--- config.mk ---
export PLATFORM = sky130hd
export DESIGN_NAME = ps_sys_bridge
export DESIGN_NICKNAME = d
export VERILOG_FILES = /design/src/logic/ps_bus_pkg.sv /design/src/logic/ack_timer.sv /design/src/logic/apb_sys_fsm.sv /design/src/logic/ps_sys_bridge.sv /design/src/logic/sys_regs.sv /design/src/logic/sys_req_latch.sv
export SDC_FILE = /design/constraint.sdc
export NUM_CORES = 1
export LEC_CHECK = 0
export BUFFER_PORTS_ARGS = -buffer_cell sky130_fd_sc_hd__buf_4
export CAP_MARGIN = 5
export CORE_ASPECT_RATIO = 1.5
export CORE_MARGIN = 4
export CORE_UTILIZATION = 56
export DETAILED_ROUTE_END_ITERATION = 8
export PLACE_DENSITY = 0.82
export SLEW_MARGIN = 20
export SYNTH_ARGS = -nofsm -noshare
export SYNTH_HDL_FRONTEND = slang
export SYNTH_SLANG_ARGS = --single-unit
--- constraint.sdc ---
create_clock -name clk -period 2.3 [get_ports clk]
set_clock_uncertainty 0.05 [all_clocks]
set_input_delay 0.46 -clock clk [delete_from_list [all_inputs] [get_ports clk]]
set_output_delay 0.46 -clock clk [all_outputs]
set_load 0.05 [all_outputs]
--- src/logic/ps_bus_pkg.sv ---
////////////////////////////////////////
// system bus widths and region codes
// fsm state codes, ack timeout, id word
// system address union (flat / fields)
////////////////////////////////////////

package ps_bus_pkg;

  // bus widths
  localparam int SYS_AW   = 32;            // address, apb and system side
  localparam int SYS_DW   = 32;            // data
  localparam int SYS_SW   = SYS_DW / 8;    // byte selects
  localparam int REGION_W = 4;             // addr[23:20]
  localparam int OFFSET_W = 20;            // addr[19:0]
  localparam int TOP_W    = SYS_AW - REGION_W - OFFSET_W;  // addr[31:24], not decoded

  // region map
  localparam logic [REGION_W-1:0] REGION_REGS = 4'd0;  // register file
  localparam logic [REGION_W-1:0] REGION_ID   = 4'd1;  // id word, read only

  // register file
  localparam int REG_WORDS = 16;
  localparam int REG_IW    = $clog2(REG_WORDS);  // word index from offset[5:2]

  localparam logic [SYS_DW-1:0] ID_WORD = 32'h5053_4231;

  // ack wait
  localparam int ACK_TIMEOUT = 16;
  localparam int TMR_W       = $clog2(ACK_TIMEOUT + 1);

  // bridge fsm states
  localparam int              ST_W      = 2;
  localparam logic [ST_W-1:0] ST_IDLE   = 2'd0;
  localparam logic [ST_W-1:0] ST_STROBE = 2'd1;
  localparam logic [ST_W-1:0] ST_WAIT   = 2'd2;
  localparam logic [ST_W-1:0] ST_DONE   = 2'd3;

  // system address, flat word or decoded fields
  typedef struct packed {
    logic [TOP_W-1:0]    top_byte;  // ignored by the slave
    logic [REGION_W-1:0] region;
    logic [OFFSET_W-1:0] offset;
  } sys_addr_fields_t;

  typedef union packed {
    logic [SYS_AW-1:0] addr;
    sys_addr_fields_t  fields;
  } sys_addr_u;

endpackage

--- src/logic/ack_timer.sv ---
////////////////////////////////////////
// ack wait counter, flags a timeout
////////////////////////////////////////

`timescale 1ns/1ns

module ack_timer (
  input  logic clk,
  input  logic reset_i,
  input  logic start_i,    // pulse with the strobe
  input  logic stop_i,     // pulse on ack
  output logic timeout_o   // one cycle pulse
);

  import ps_bus_pkg::*;

  logic [TMR_W-1:0] cnt;    // cycles left
  logic             armed;

  always_ff @(posedge clk) begin
    if (reset_i) begin
      armed <= 1'b0;
      cnt   <= '0;
    end else if (stop_i) begin
      armed <= 1'b0;        // ack arrived in time
      cnt   <= '0;
    end else if (start_i) begin
      armed <= 1'b1;
      cnt   <= TMR_W'(ACK_TIMEOUT);
    end else if (armed) begin
      if (cnt == '0) begin
        armed <= 1'b0;      // expired, disarm after the pulse
      end else begin
        cnt <= cnt - 1'b1;
      end
    end
  end

  // high for the single cycle the armed count sits at zero
  assign timeout_o = armed && (cnt == '0);

endmodule

--- src/logic/apb_sys_fsm.sv ---
////////////////////////////////////////
// apb completer sequencing fsm
// idle -> strobe -> wait -> done
////////////////////////////////////////

`timescale 1ns/1ns

module apb_sys_fsm (
  input  logic clk,
  input  logic reset_i,
  // apb control
  input  logic psel_i,
  input  logic penable_i,
  input  logic pwrite_i,
  // system bus response
  input  logic sys_ack_i,
  input  logic sys_err_i,
  input  logic timeout_i,       // from ack_timer
  // to latch
  output logic capture_o,
  // system bus strobes
  output logic sys_wen_o,
  output logic sys_ren_o,
  // timer control
  output logic timer_start_o,
  output logic timer_stop_o,
  // apb response
  output logic pready_o,
  output logic pslverr_o
);

  import ps_bus_pkg::*;

  logic [ST_W-1:0] state;
  logic            access;  // first access cycle seen in idle
  logic            resp;    // slave answered or gave up

  ////////////////////////////////////////
  // decode
  ////////////////////////////////////////

  // setup cycle has penable low, so this fires once per transfer
  assign access = (state == ST_IDLE) && psel_i && penable_i;
  assign resp   = (state == ST_WAIT) && (sys_ack_i || timeout_i);

  assign capture_o    = access;                          // latch takes request now
  assign timer_stop_o = (state == ST_WAIT) && sys_ack_i; // ack beats the timer

  ////////////////////////////////////////
  // state and registered outputs
  ////////////////////////////////////////

  always_ff @(posedge clk) begin
    if (reset_i) begin
      state         <= ST_IDLE;
      sys_wen_o     <= 1'b0;
      sys_ren_o     <= 1'b0;
      timer_start_o <= 1'b0;
      pready_o      <= 1'b0;
      pslverr_o     <= 1'b0;
    end else begin
      // pulses default low
      sys_wen_o     <= 1'b0;
      sys_ren_o     <= 1'b0;
      timer_start_o <= 1'b0;
      pready_o      <= 1'b0;

      case (state)
        ST_IDLE: begin
          if (access) begin
            state         <= ST_STROBE;
            // strobe is high for the whole strobe state
            sys_wen_o     <= pwrite_i;
            sys_ren_o     <= !pwrite_i;
            timer_start_o <= 1'b1;   // arm timer with the strobe
          end
        end

        ST_STROBE: begin
          state <= ST_WAIT;          // slave sees strobe this cycle
        end

        ST_WAIT: begin
          if (resp) begin
            state     <= ST_DONE;
            pready_o  <= 1'b1;       // one cycle after ack / timeout
            // unmapped region never acks, timeout is always an error
            pslverr_o <= timeout_i ? 1'b1 : sys_err_i;
          end
        end

        ST_DONE: begin
          state     <= ST_IDLE;      // host samples pready here
          pslverr_o <= 1'b0;
        end

        default: begin
          state <= ST_IDLE;
        end
      endcase
    end
  end

endmodule

--- src/logic/ps_sys_bridge.sv ---
////////////////////////////////////////
// apb to system bus bridge, top level
// fsm, ack timer, request latch, slave
////////////////////////////////////////

`timescale 1ns/1ns

module ps_sys_bridge (
  input  logic                          clk,
  input  logic                          reset_i,
  // apb completer
  input  logic                          psel_i,
  input  logic                          penable_i,
  input  logic                          pwrite_i,
  input  logic [ps_bus_pkg::SYS_AW-1:0] paddr_i,
  input  logic [ps_bus_pkg::SYS_DW-1:0] pwdata_i,
  input  logic [ps_bus_pkg::SYS_SW-1:0] pstrb_i,
  output logic                          pready_o,
  output logic [ps_bus_pkg::SYS_DW-1:0] prdata_o,
  output logic                          pslverr_o
);

  import ps_bus_pkg::*;

  // fsm control
  logic              capture;
  logic              timer_start;
  logic              timer_stop;
  logic              timeout;
  // system bus
  sys_addr_u         sys_addr;
  logic [SYS_DW-1:0] sys_wdata;
  logic [SYS_SW-1:0] sys_sel;
  logic              sys_wen;
  logic              sys_ren;
  logic [SYS_DW-1:0] sys_rdata;
  logic              sys_err;
  logic              sys_ack;

  ////////////////////////////////////////
  // bridge
  ////////////////////////////////////////

  apb_sys_fsm i_fsm (
    .clk           (clk        ),
    .reset_i       (reset_i    ),
    .psel_i        (psel_i     ),
    .penable_i     (penable_i  ),
    .pwrite_i      (pwrite_i   ),
    .sys_ack_i     (sys_ack    ),
    .sys_err_i     (sys_err    ),
    .timeout_i     (timeout    ),
    .capture_o     (capture    ),
    .sys_wen_o     (sys_wen    ),
    .sys_ren_o     (sys_ren    ),
    .timer_start_o (timer_start),
    .timer_stop_o  (timer_stop ),
    .pready_o      (pready_o   ),
    .pslverr_o     (pslverr_o  )
  );

  ack_timer i_timer (
    .clk       (clk        ),
    .reset_i   (reset_i    ),
    .start_i   (timer_start),
    .stop_i    (timer_stop ),
    .timeout_o (timeout    )
  );

  sys_req_latch i_latch (
    .clk         (clk      ),
    .reset_i     (reset_i  ),
    .capture_i   (capture  ),
    .pwrite_i    (pwrite_i ),
    .paddr_i     (paddr_i  ),
    .pwdata_i    (pwdata_i ),
    .pstrb_i     (pstrb_i  ),
    .sys_ack_i   (sys_ack  ),
    .sys_rdata_i (sys_rdata),
    .sys_err_i   (sys_err  ),
    .timeout_i   (timeout  ),
    .sys_addr_o  (sys_addr ),
    .sys_wdata_o (sys_wdata),
    .sys_sel_o   (sys_sel  ),
    .prdata_o    (prdata_o )
  );

  ////////////////////////////////////////
  // system bus slave
  ////////////////////////////////////////

  sys_regs i_regs (
    .clk         (clk      ),
    .reset_i     (reset_i  ),
    .sys_addr_i  (sys_addr ),
    .sys_wdata_i (sys_wdata),
    .sys_sel_i   (sys_sel  ),
    .sys_wen_i   (sys_wen  ),
    .sys_ren_i   (sys_ren  ),
    .sys_rdata_o (sys_rdata),
    .sys_err_o   (sys_err  ),
    .sys_ack_o   (sys_ack  )
  );

endmodule

--- src/logic/sys_regs.sv ---
////////////////////////////////////////
// system bus slave
// region 0 byte writable register file
// region 1 read only id word
////////////////////////////////////////

`timescale 1ns/1ns

module sys_regs (
  input  logic                          clk,
  input  logic                          reset_i,
  input  ps_bus_pkg::sys_addr_u         sys_addr_i,
  input  logic [ps_bus_pkg::SYS_DW-1:0] sys_wdata_i,
  input  logic [ps_bus_pkg::SYS_SW-1:0] sys_sel_i,
  input  logic                          sys_wen_i,
  input  logic                          sys_ren_i,
  output logic [ps_bus_pkg::SYS_DW-1:0] sys_rdata_o,
  output logic                          sys_err_o,
  output logic                          sys_ack_o
);

  import ps_bus_pkg::*;

  logic [SYS_DW-1:0] regs [REG_WORDS];  // register file
  logic [REG_IW-1:0] idx;               // word index
  logic              hit_regs;
  logic              hit_id;
  logic              strobe;

  ////////////////////////////////////////
  // region decode
  ////////////////////////////////////////

  assign idx      = sys_addr_i.fields.offset[REG_IW+1:2];  // byte address to word
  assign hit_regs = (sys_addr_i.fields.region == REGION_REGS);
  assign hit_id   = (sys_addr_i.fields.region == REGION_ID);
  assign strobe   = sys_wen_i || sys_ren_i;

  ////////////////////////////////////////
  // handshake
  ////////////////////////////////////////

  always_ff @(posedge clk) begin
    if (reset_i) begin
      sys_ack_o <= 1'b0;
      sys_err_o <= 1'b0;
    end else begin
      // unmapped regions stay silent
      sys_ack_o <= strobe && (hit_regs || hit_id);
      sys_err_o <= sys_wen_i && hit_id;  // write to the id word
    end
  end

  // read word, meaningful only with ack
  always_ff @(posedge clk) begin
    if (sys_ren_i && hit_regs) begin
      sys_rdata_o <= regs[idx];
    end else if (sys_ren_i && hit_id) begin
      sys_rdata_o <= ID_WORD;
    end else begin
      sys_rdata_o <= '0;  // writes return nothing
    end
  end

  ////////////////////////////////////////
  // register file
  ////////////////////////////////////////

  always_ff @(posedge clk) begin
    if (reset_i) begin
      for (int i = 0; i < REG_WORDS; i++) begin
        regs[i] <= '0;
      end
    end else if (sys_wen_i && hit_regs) begin
      // merge only the selected bytes
      for (int b = 0; b < SYS_SW; b++) begin
        if (sys_sel_i[b]) begin
          regs[idx][8*b +: 8] <= sys_wdata_i[8*b +: 8];
        end
      end
    end
  end

endmodule

--- src/logic/sys_req_latch.sv ---
////////////////////////////////////////
// request hold for the system bus
// response word capture for apb
////////////////////////////////////////

`timescale 1ns/1ns

module sys_req_latch (
  input  logic                          clk,
  input  logic                          reset_i,
  input  logic                          capture_i,    // first access cycle
  input  logic                          pwrite_i,
  input  logic [ps_bus_pkg::SYS_AW-1:0] paddr_i,
  input  logic [ps_bus_pkg::SYS_DW-1:0] pwdata_i,
  input  logic [ps_bus_pkg::SYS_SW-1:0] pstrb_i,
  input  logic                          sys_ack_i,
  input  logic [ps_bus_pkg::SYS_DW-1:0] sys_rdata_i,
  input  logic                          sys_err_i,
  input  logic                          timeout_i,
  output ps_bus_pkg::sys_addr_u         sys_addr_o,
  output logic [ps_bus_pkg::SYS_DW-1:0] sys_wdata_o,
  output logic [ps_bus_pkg::SYS_SW-1:0] sys_sel_o,
  output logic [ps_bus_pkg::SYS_DW-1:0] prdata_o
);

  import ps_bus_pkg::*;

  ////////////////////////////////////////
  // request side
  ////////////////////////////////////////

  always_ff @(posedge clk) begin
    if (capture_i) begin
      sys_addr_o.addr <= paddr_i;   // flat view, slave decodes fields
      sys_wdata_o     <= pwdata_i;
      // reads take the whole word
      sys_sel_o       <= pwrite_i ? pstrb_i : {SYS_SW{1'b1}};
    end
  end

  ////////////////////////////////////////
  // response side
  ////////////////////////////////////////

  always_ff @(posedge clk) begin
    if (reset_i) begin
      prdata_o <= '0;
    end else if (sys_ack_i) begin
      prdata_o <= sys_err_i ? '0 : sys_rdata_i;  // zero on slave error
    end else if (timeout_i) begin
      prdata_o <= '0;                            // nobody answered
    end
  end

endmodule

---- Yosys cells after proc, flatten, opt, wreduce, memory -nomap -nowiden ----
Memory sizes are Yosys's and may differ from the RTL's. A register that Yosys moved wholly into a read port is not among the register bits.
Index checks and enable logic that the tools add are counted.
operators by class
  add/sub/neg operators ................... 1
  eq/ne operators ......................... 7
  multiplexer cells ....................... 41
  bitwise operators ....................... 4
  reductions and logical operators ........ 30
operators with widths
  cell                                                                 number
  32-bit 2-to-1 mux                                                    5
  32-bit OR reduction                                                  1
  31-bit 2-to-1 mux                                                    1
  1-bit 2-to-1 mux                                                     25
  5-bit 2-to-1 mux                                                     3
  4-bit 2-to-1 mux                                                     3
  1-bit logical AND                                                    10
  2-bit case mux with 4 select lines                                   1
  2-bit AND reduction                                                  4
  2-bit nonzero test                                                   3
  2-bit OR reduction                                                   3
  3-bit OR reduction                                                   2
  5-bit zero test                                                      1
  5-bit by 1-bit subtractor with 5-bit output (second input constant)  1
  2-bit == test (second input constant)                                2
  4-bit by 1-bit == test with 1-bit output (second input constant)     1
  4-bit zero test                                                      1
  2-bit 2-to-1 mux                                                     2
  2-bit != test (second input constant)                                2
  1-bit NOT                                                            4
  1-bit logical OR                                                     3
  2-bit by 1-bit == test with 1-bit output (second input constant)     1
  2-bit zero test                                                      1
  2-bit by 1-bit != test with 1-bit output (second input constant)     1
  other kinds (2)                                                      2
word-level totals
  flip-flop bits (word level) ............. 139
  memory bits (writable) .................. 512
  output and inout bits ................... 34
  memories ................................ 1
memories
  name         depth  bits a word  rd ports  clocked after Yosys merged registers in  wr ports  line            RTL
  i_regs.regs  16     32           1         1                                        16        sys_regs.sv:24  logic [SYS_DW-1:0] regs [REG_WORDS];

---- Depth between registers and ports, before layout ----
  depth after elaboration ................. 7
  gate-level depth with buffers ........... 7
  mapped depth without buffers ............ 6

---- Modules after synthesis ----
Synthesis repeated with hierarchy kept, for this count alone.
second synthesis, totals
  cell total of the unflattened synthesis .. 1872
  area total of the unflattened synthesis .. 29006.6 um^2
by module, submodules not included
  module         times used  cells an instance  area each (um^2)  seq. area each (um^2)
  sys_regs       1           1591               24912.6           16055.4
  sys_req_latch  1           215                3480.8            2682.6
  apb_sys_fsm    1           33                 316.6             140.1
  ack_timer      1           33                 296.5             120.1

---- Least setup slack after synthesis ----
Ideal clock, no wire load.
  path kind ............................... register -> register
  from .................................... reg i_fsm.state[0]
  to ...................................... reg i_latch.sys_addr_o[20] (netlist name), enable pin
  arrival time ............................ 1.740 ns
  path slack .............................. 0.112 ns
  stages on the path, launching flop included .. 5
  cells stage by stage .................... dfxtp_1 -> inv_1 -> ha_1 -> nand3_1 -> inv_1
between the ends
  word-level cells in the longest chain between the ends .. 3
RTL lines
  item                             line                 RTL
  start, declared                  apb_sys_fsm.sv:34    logic [ST_W-1:0] state;
  start signal, assigned           apb_sys_fsm.sv:55    state <= ST_IDLE;
  start signal, assigned           apb_sys_fsm.sv:71    state <= ST_STROBE;
  start signal, assigned           apb_sys_fsm.sv:80    state <= ST_WAIT;
  2-bit zero test                  apb_sys_fsm.sv:43    assign access = (state == ST_IDLE) && psel_i && penable_i;
  1-bit logical AND (2 in series)  apb_sys_fsm.sv:43
  net capture                      ps_sys_bridge.sv:26  logic capture;
  end, declared                    sys_req_latch.sv:20  output ps_bus_pkg::sys_addr_u sys_addr_o,
The timed path passes the listed nets, and every way through them passes these cells.
A chain may end at the register's enable or synchronous reset.

==> metrics <==
P_leak=11.9 nW; RSZ-0062 raised after global routing=no; initial drt markers=1300; number of synthesized flops with an enable pin=556; # rows=99; max_cap viols=0; clk root buf=clkbuf_16; status=finished clean; CTS Buf Count=56; Synth Area in Compound Gates=2.16%; DRC Markers=0; I/O Buffers=82; Hold Path Class=in -> reg; Synth top area share=60.3%; GRT Total Usage=24.4%; clock sink total=639; setup TNS=0 ns; CTS tree=built; WS Path Type=reg -> reg; Initial Util=56.7%; final setup vio count=0; vias per cell=5.81; Cells after Synth=1763; Synth Area in XOR/XNOR=0.0949%; die footprint=0.0531 mm2; H-tree depth=2; Synth Area in Simple Gates=16.9%; GPL Wtd Cong=0.832; Area Growth Syn to Fin=15.9%; Worst EP arrival=2.44 ns; Die X=190 um; layout cells sized above 1=27.1%; Clock Path Buffers=3; hpwl dp=45000 um; drt total wl=64000 um; post_cts resized=0; Post-CTS Setup Inserts=0; post-route ant nets=0; crit-path max cell delay=0.44 ns; largest net degree at the start of global routing=106; GRT overflow=0; Avg Inst Size Synth=15.7 um2; peak supply drop=0.000567 V; yosys warns=0; largest cells by area after synthesis=edfxtp_1 60%, and2_1 12%, mux4_2 10%; Yosys top cell by area=edfxtp_1; Power Density=825 mW/mm2; clk slew on worst S/H paths=0.07 ns; max-slew violations=0; worst skew pair latency=0.60 ns; Max FO, Critical Path=16; vias in the first global route=16.3k; Worst Tran Pin Value=0.688 ns; Cell variety after synth=47; Final #Nets=2043; fin crit period=2.21 ns; CP startpoint kind=flop; fmax=0.453 GHz; CP cell instances=nor4b_4 -> nand3_1 -> buf_12 -> nor2_1 -> or2_2; Slew HR=54.2%; Avg WL per Cell=24.0 um; vertical die dimension=280 um; largest family of logic cells by synthesized area=simple AND/OR/NAND/NOR gates; DR pass1 iterations=7; adder and majority gate portion of the synthesized area=0.226%; mux share of post-synthesis cell area=12.6%; antenna violations before repair=1; Post-DP Area=0.0298 mm2; Setup WS pre-CTS=0.0448 ns; Top Family by Delay on Critical Path=simple AND/OR/NAND/NOR gates; Hold Violations, Final=0; Synth Cell Area=0.0277 mm2; Post-synth ARST share=0%; cell area after layout=0.0321 mm2; Setup WS post-layout=0.0935 ns; register area share after synthesis=66.3%; register bit total from synthesis=639; io pins=107; fin crit share=95.9%; syn nets=1841; Req. time, crit path=2.53 ns; DR vias=15.5k; first-pass GRT wire length=97800 um; Crit path buffers/inverters=1; Post-synth top flop=edfxtp_1; core area=0.0488 mm2; CP max stage cell=edfxtp_1; Worst Setup End Kind=flop
synth_stat cells (2+ instances only):
cell type,count
inv_1,5
a21oi_1,2
o22ai_1,21
nor3_2,2
xnor2_1,2
buf_4,4
o21ai_0,2
clkbuf_1,63
nand3_1,14
a22oi_1,41
nor2_1,69
a211oi_1,2
buf_6,6
mux4_2,128
buf_2,20
mux2i_1,56
mux2_2,4
nor4b_4,2
dfxtp_1,83
or2_2,64
o211ai_1,8
o21a_1,3
edfxtp_1,556
and2_1,513
nor3_1,4
ha_1,5
and3b_1,2
nand2b_1,8
nor2_4,40
nand2_1,10
nor2b_1,7
buf_1,2
path summary, 6_finish.rpt:
| check | from | to | slack (ns) | cells past startpoint |
|---|---|---|---|---|
| worst max-delay path | i_latch.sys_addr_o[22] | i_regs.regs[5][27] | 0.09 | 5 |
| worst min-delay path | paddr_i[4] | i_latch.sys_addr_o[4] | 0.04 | 1 |
| worst max register to register | i_latch.sys_addr_o[22] | i_regs.regs[5][27] | 0.09 | 5 |
| worst min register to register | i_regs.sys_rdata_o[13] | i_latch.prdata_o[13] | 0.42 | 2 |
per-layer routing:
layer | share of wire [%] | global-route usage (%)
met1 | 34 | 27.8
met2 | 55 | 45.8
met3 | 6.8 | 3.55
met4 | 4.5 | 10.0
met5 | 0 | 0
report_power, final:
group | leakage, nW | internal, mW | switching [mW]
combinational | 4.55 | 1.47 | 1.63
clock | 0.977 | 5.65 | 4.14
sequential | 6.36 | 13.0 | 0.533
total | 11.9 | 20.2 | 6.30
kinds of logic after synthesis:
logic type | after synthesis
flip-flops | 639
XOR/XNOR | 3
AND/OR/NAND/NOR | 743
buffers and inverters | 101
adder cells (fa/ha/maj) | 5
AO/OA/AOI/OAI | 84
multiplexers | 188
per-stage QoR:
step,std cells,power (mW),hold slack (ns),utilization [%]
after floorplan,1763,15.7,0.393,-
after global placement,2527,16.8,0.399,61.0
after detailed placement,2527,16.9,0.404,61.0
after CTS,2669,26.6,0.00769,65.7
after global routing,2669,27.3,0.00936,65.7
final,2670,26.5,0.0406,65.7
sequential cells by signal (all words and copies together) (netlist names), named ones only:
name and cells:
i_timer.armed 1, i_regs.sys_ack_o 1, i_fsm.sys_ren_o 1, i_fsm.sys_wen_o 1
i_latch.sys_wdata_o 32, i_fsm.state 2, i_latch.sys_sel_o 4, i_regs.sys_rdata_o 32
i_fsm.pready_o 1, i_latch.prdata_o 32, i_regs.regs 512, i_fsm.pslverr_o 1
i_latch.sys_addr_o 8, i_fsm.timer_start_o 1, i_regs.sys_err_o 1, i_timer.cnt 5
cells in the final DEF (no fill, tap or decap), drive strengths merged, types with 21 or more instances in the layout:
cell type | netlist | layout
buf | 32 | 203
and2 | 513 | 513
edfxtp | 556 | 556
dfxtp | 83 | 83
or2 | 65 | 65
mux4 | 128 | 128
o22ai | 21 | 21
a22oi | 41 | 41
clkbuf | 63 | 86
dlygate4sd3 | 0 | 36
nor2 | 109 | 109
mux2i | 56 | 56
area by class of cell:
cell class	instances	area, um2
sequential	639	18400
timing repair buffer	239	2030
multi-input combinational	1023	8870
clock buffer	86	1770
fill	3273	16700
clock inverter	20	191
tap	656	821
antenna	1	2.50
inverter	6	22.5
timing repair:
action | in CTS | in global routing
setup endpoints to repair | 0 | 2
hold buffers | 36 | 0
hold endpoints to repair | 36 | 0
(Power assumes the default switching activity.)
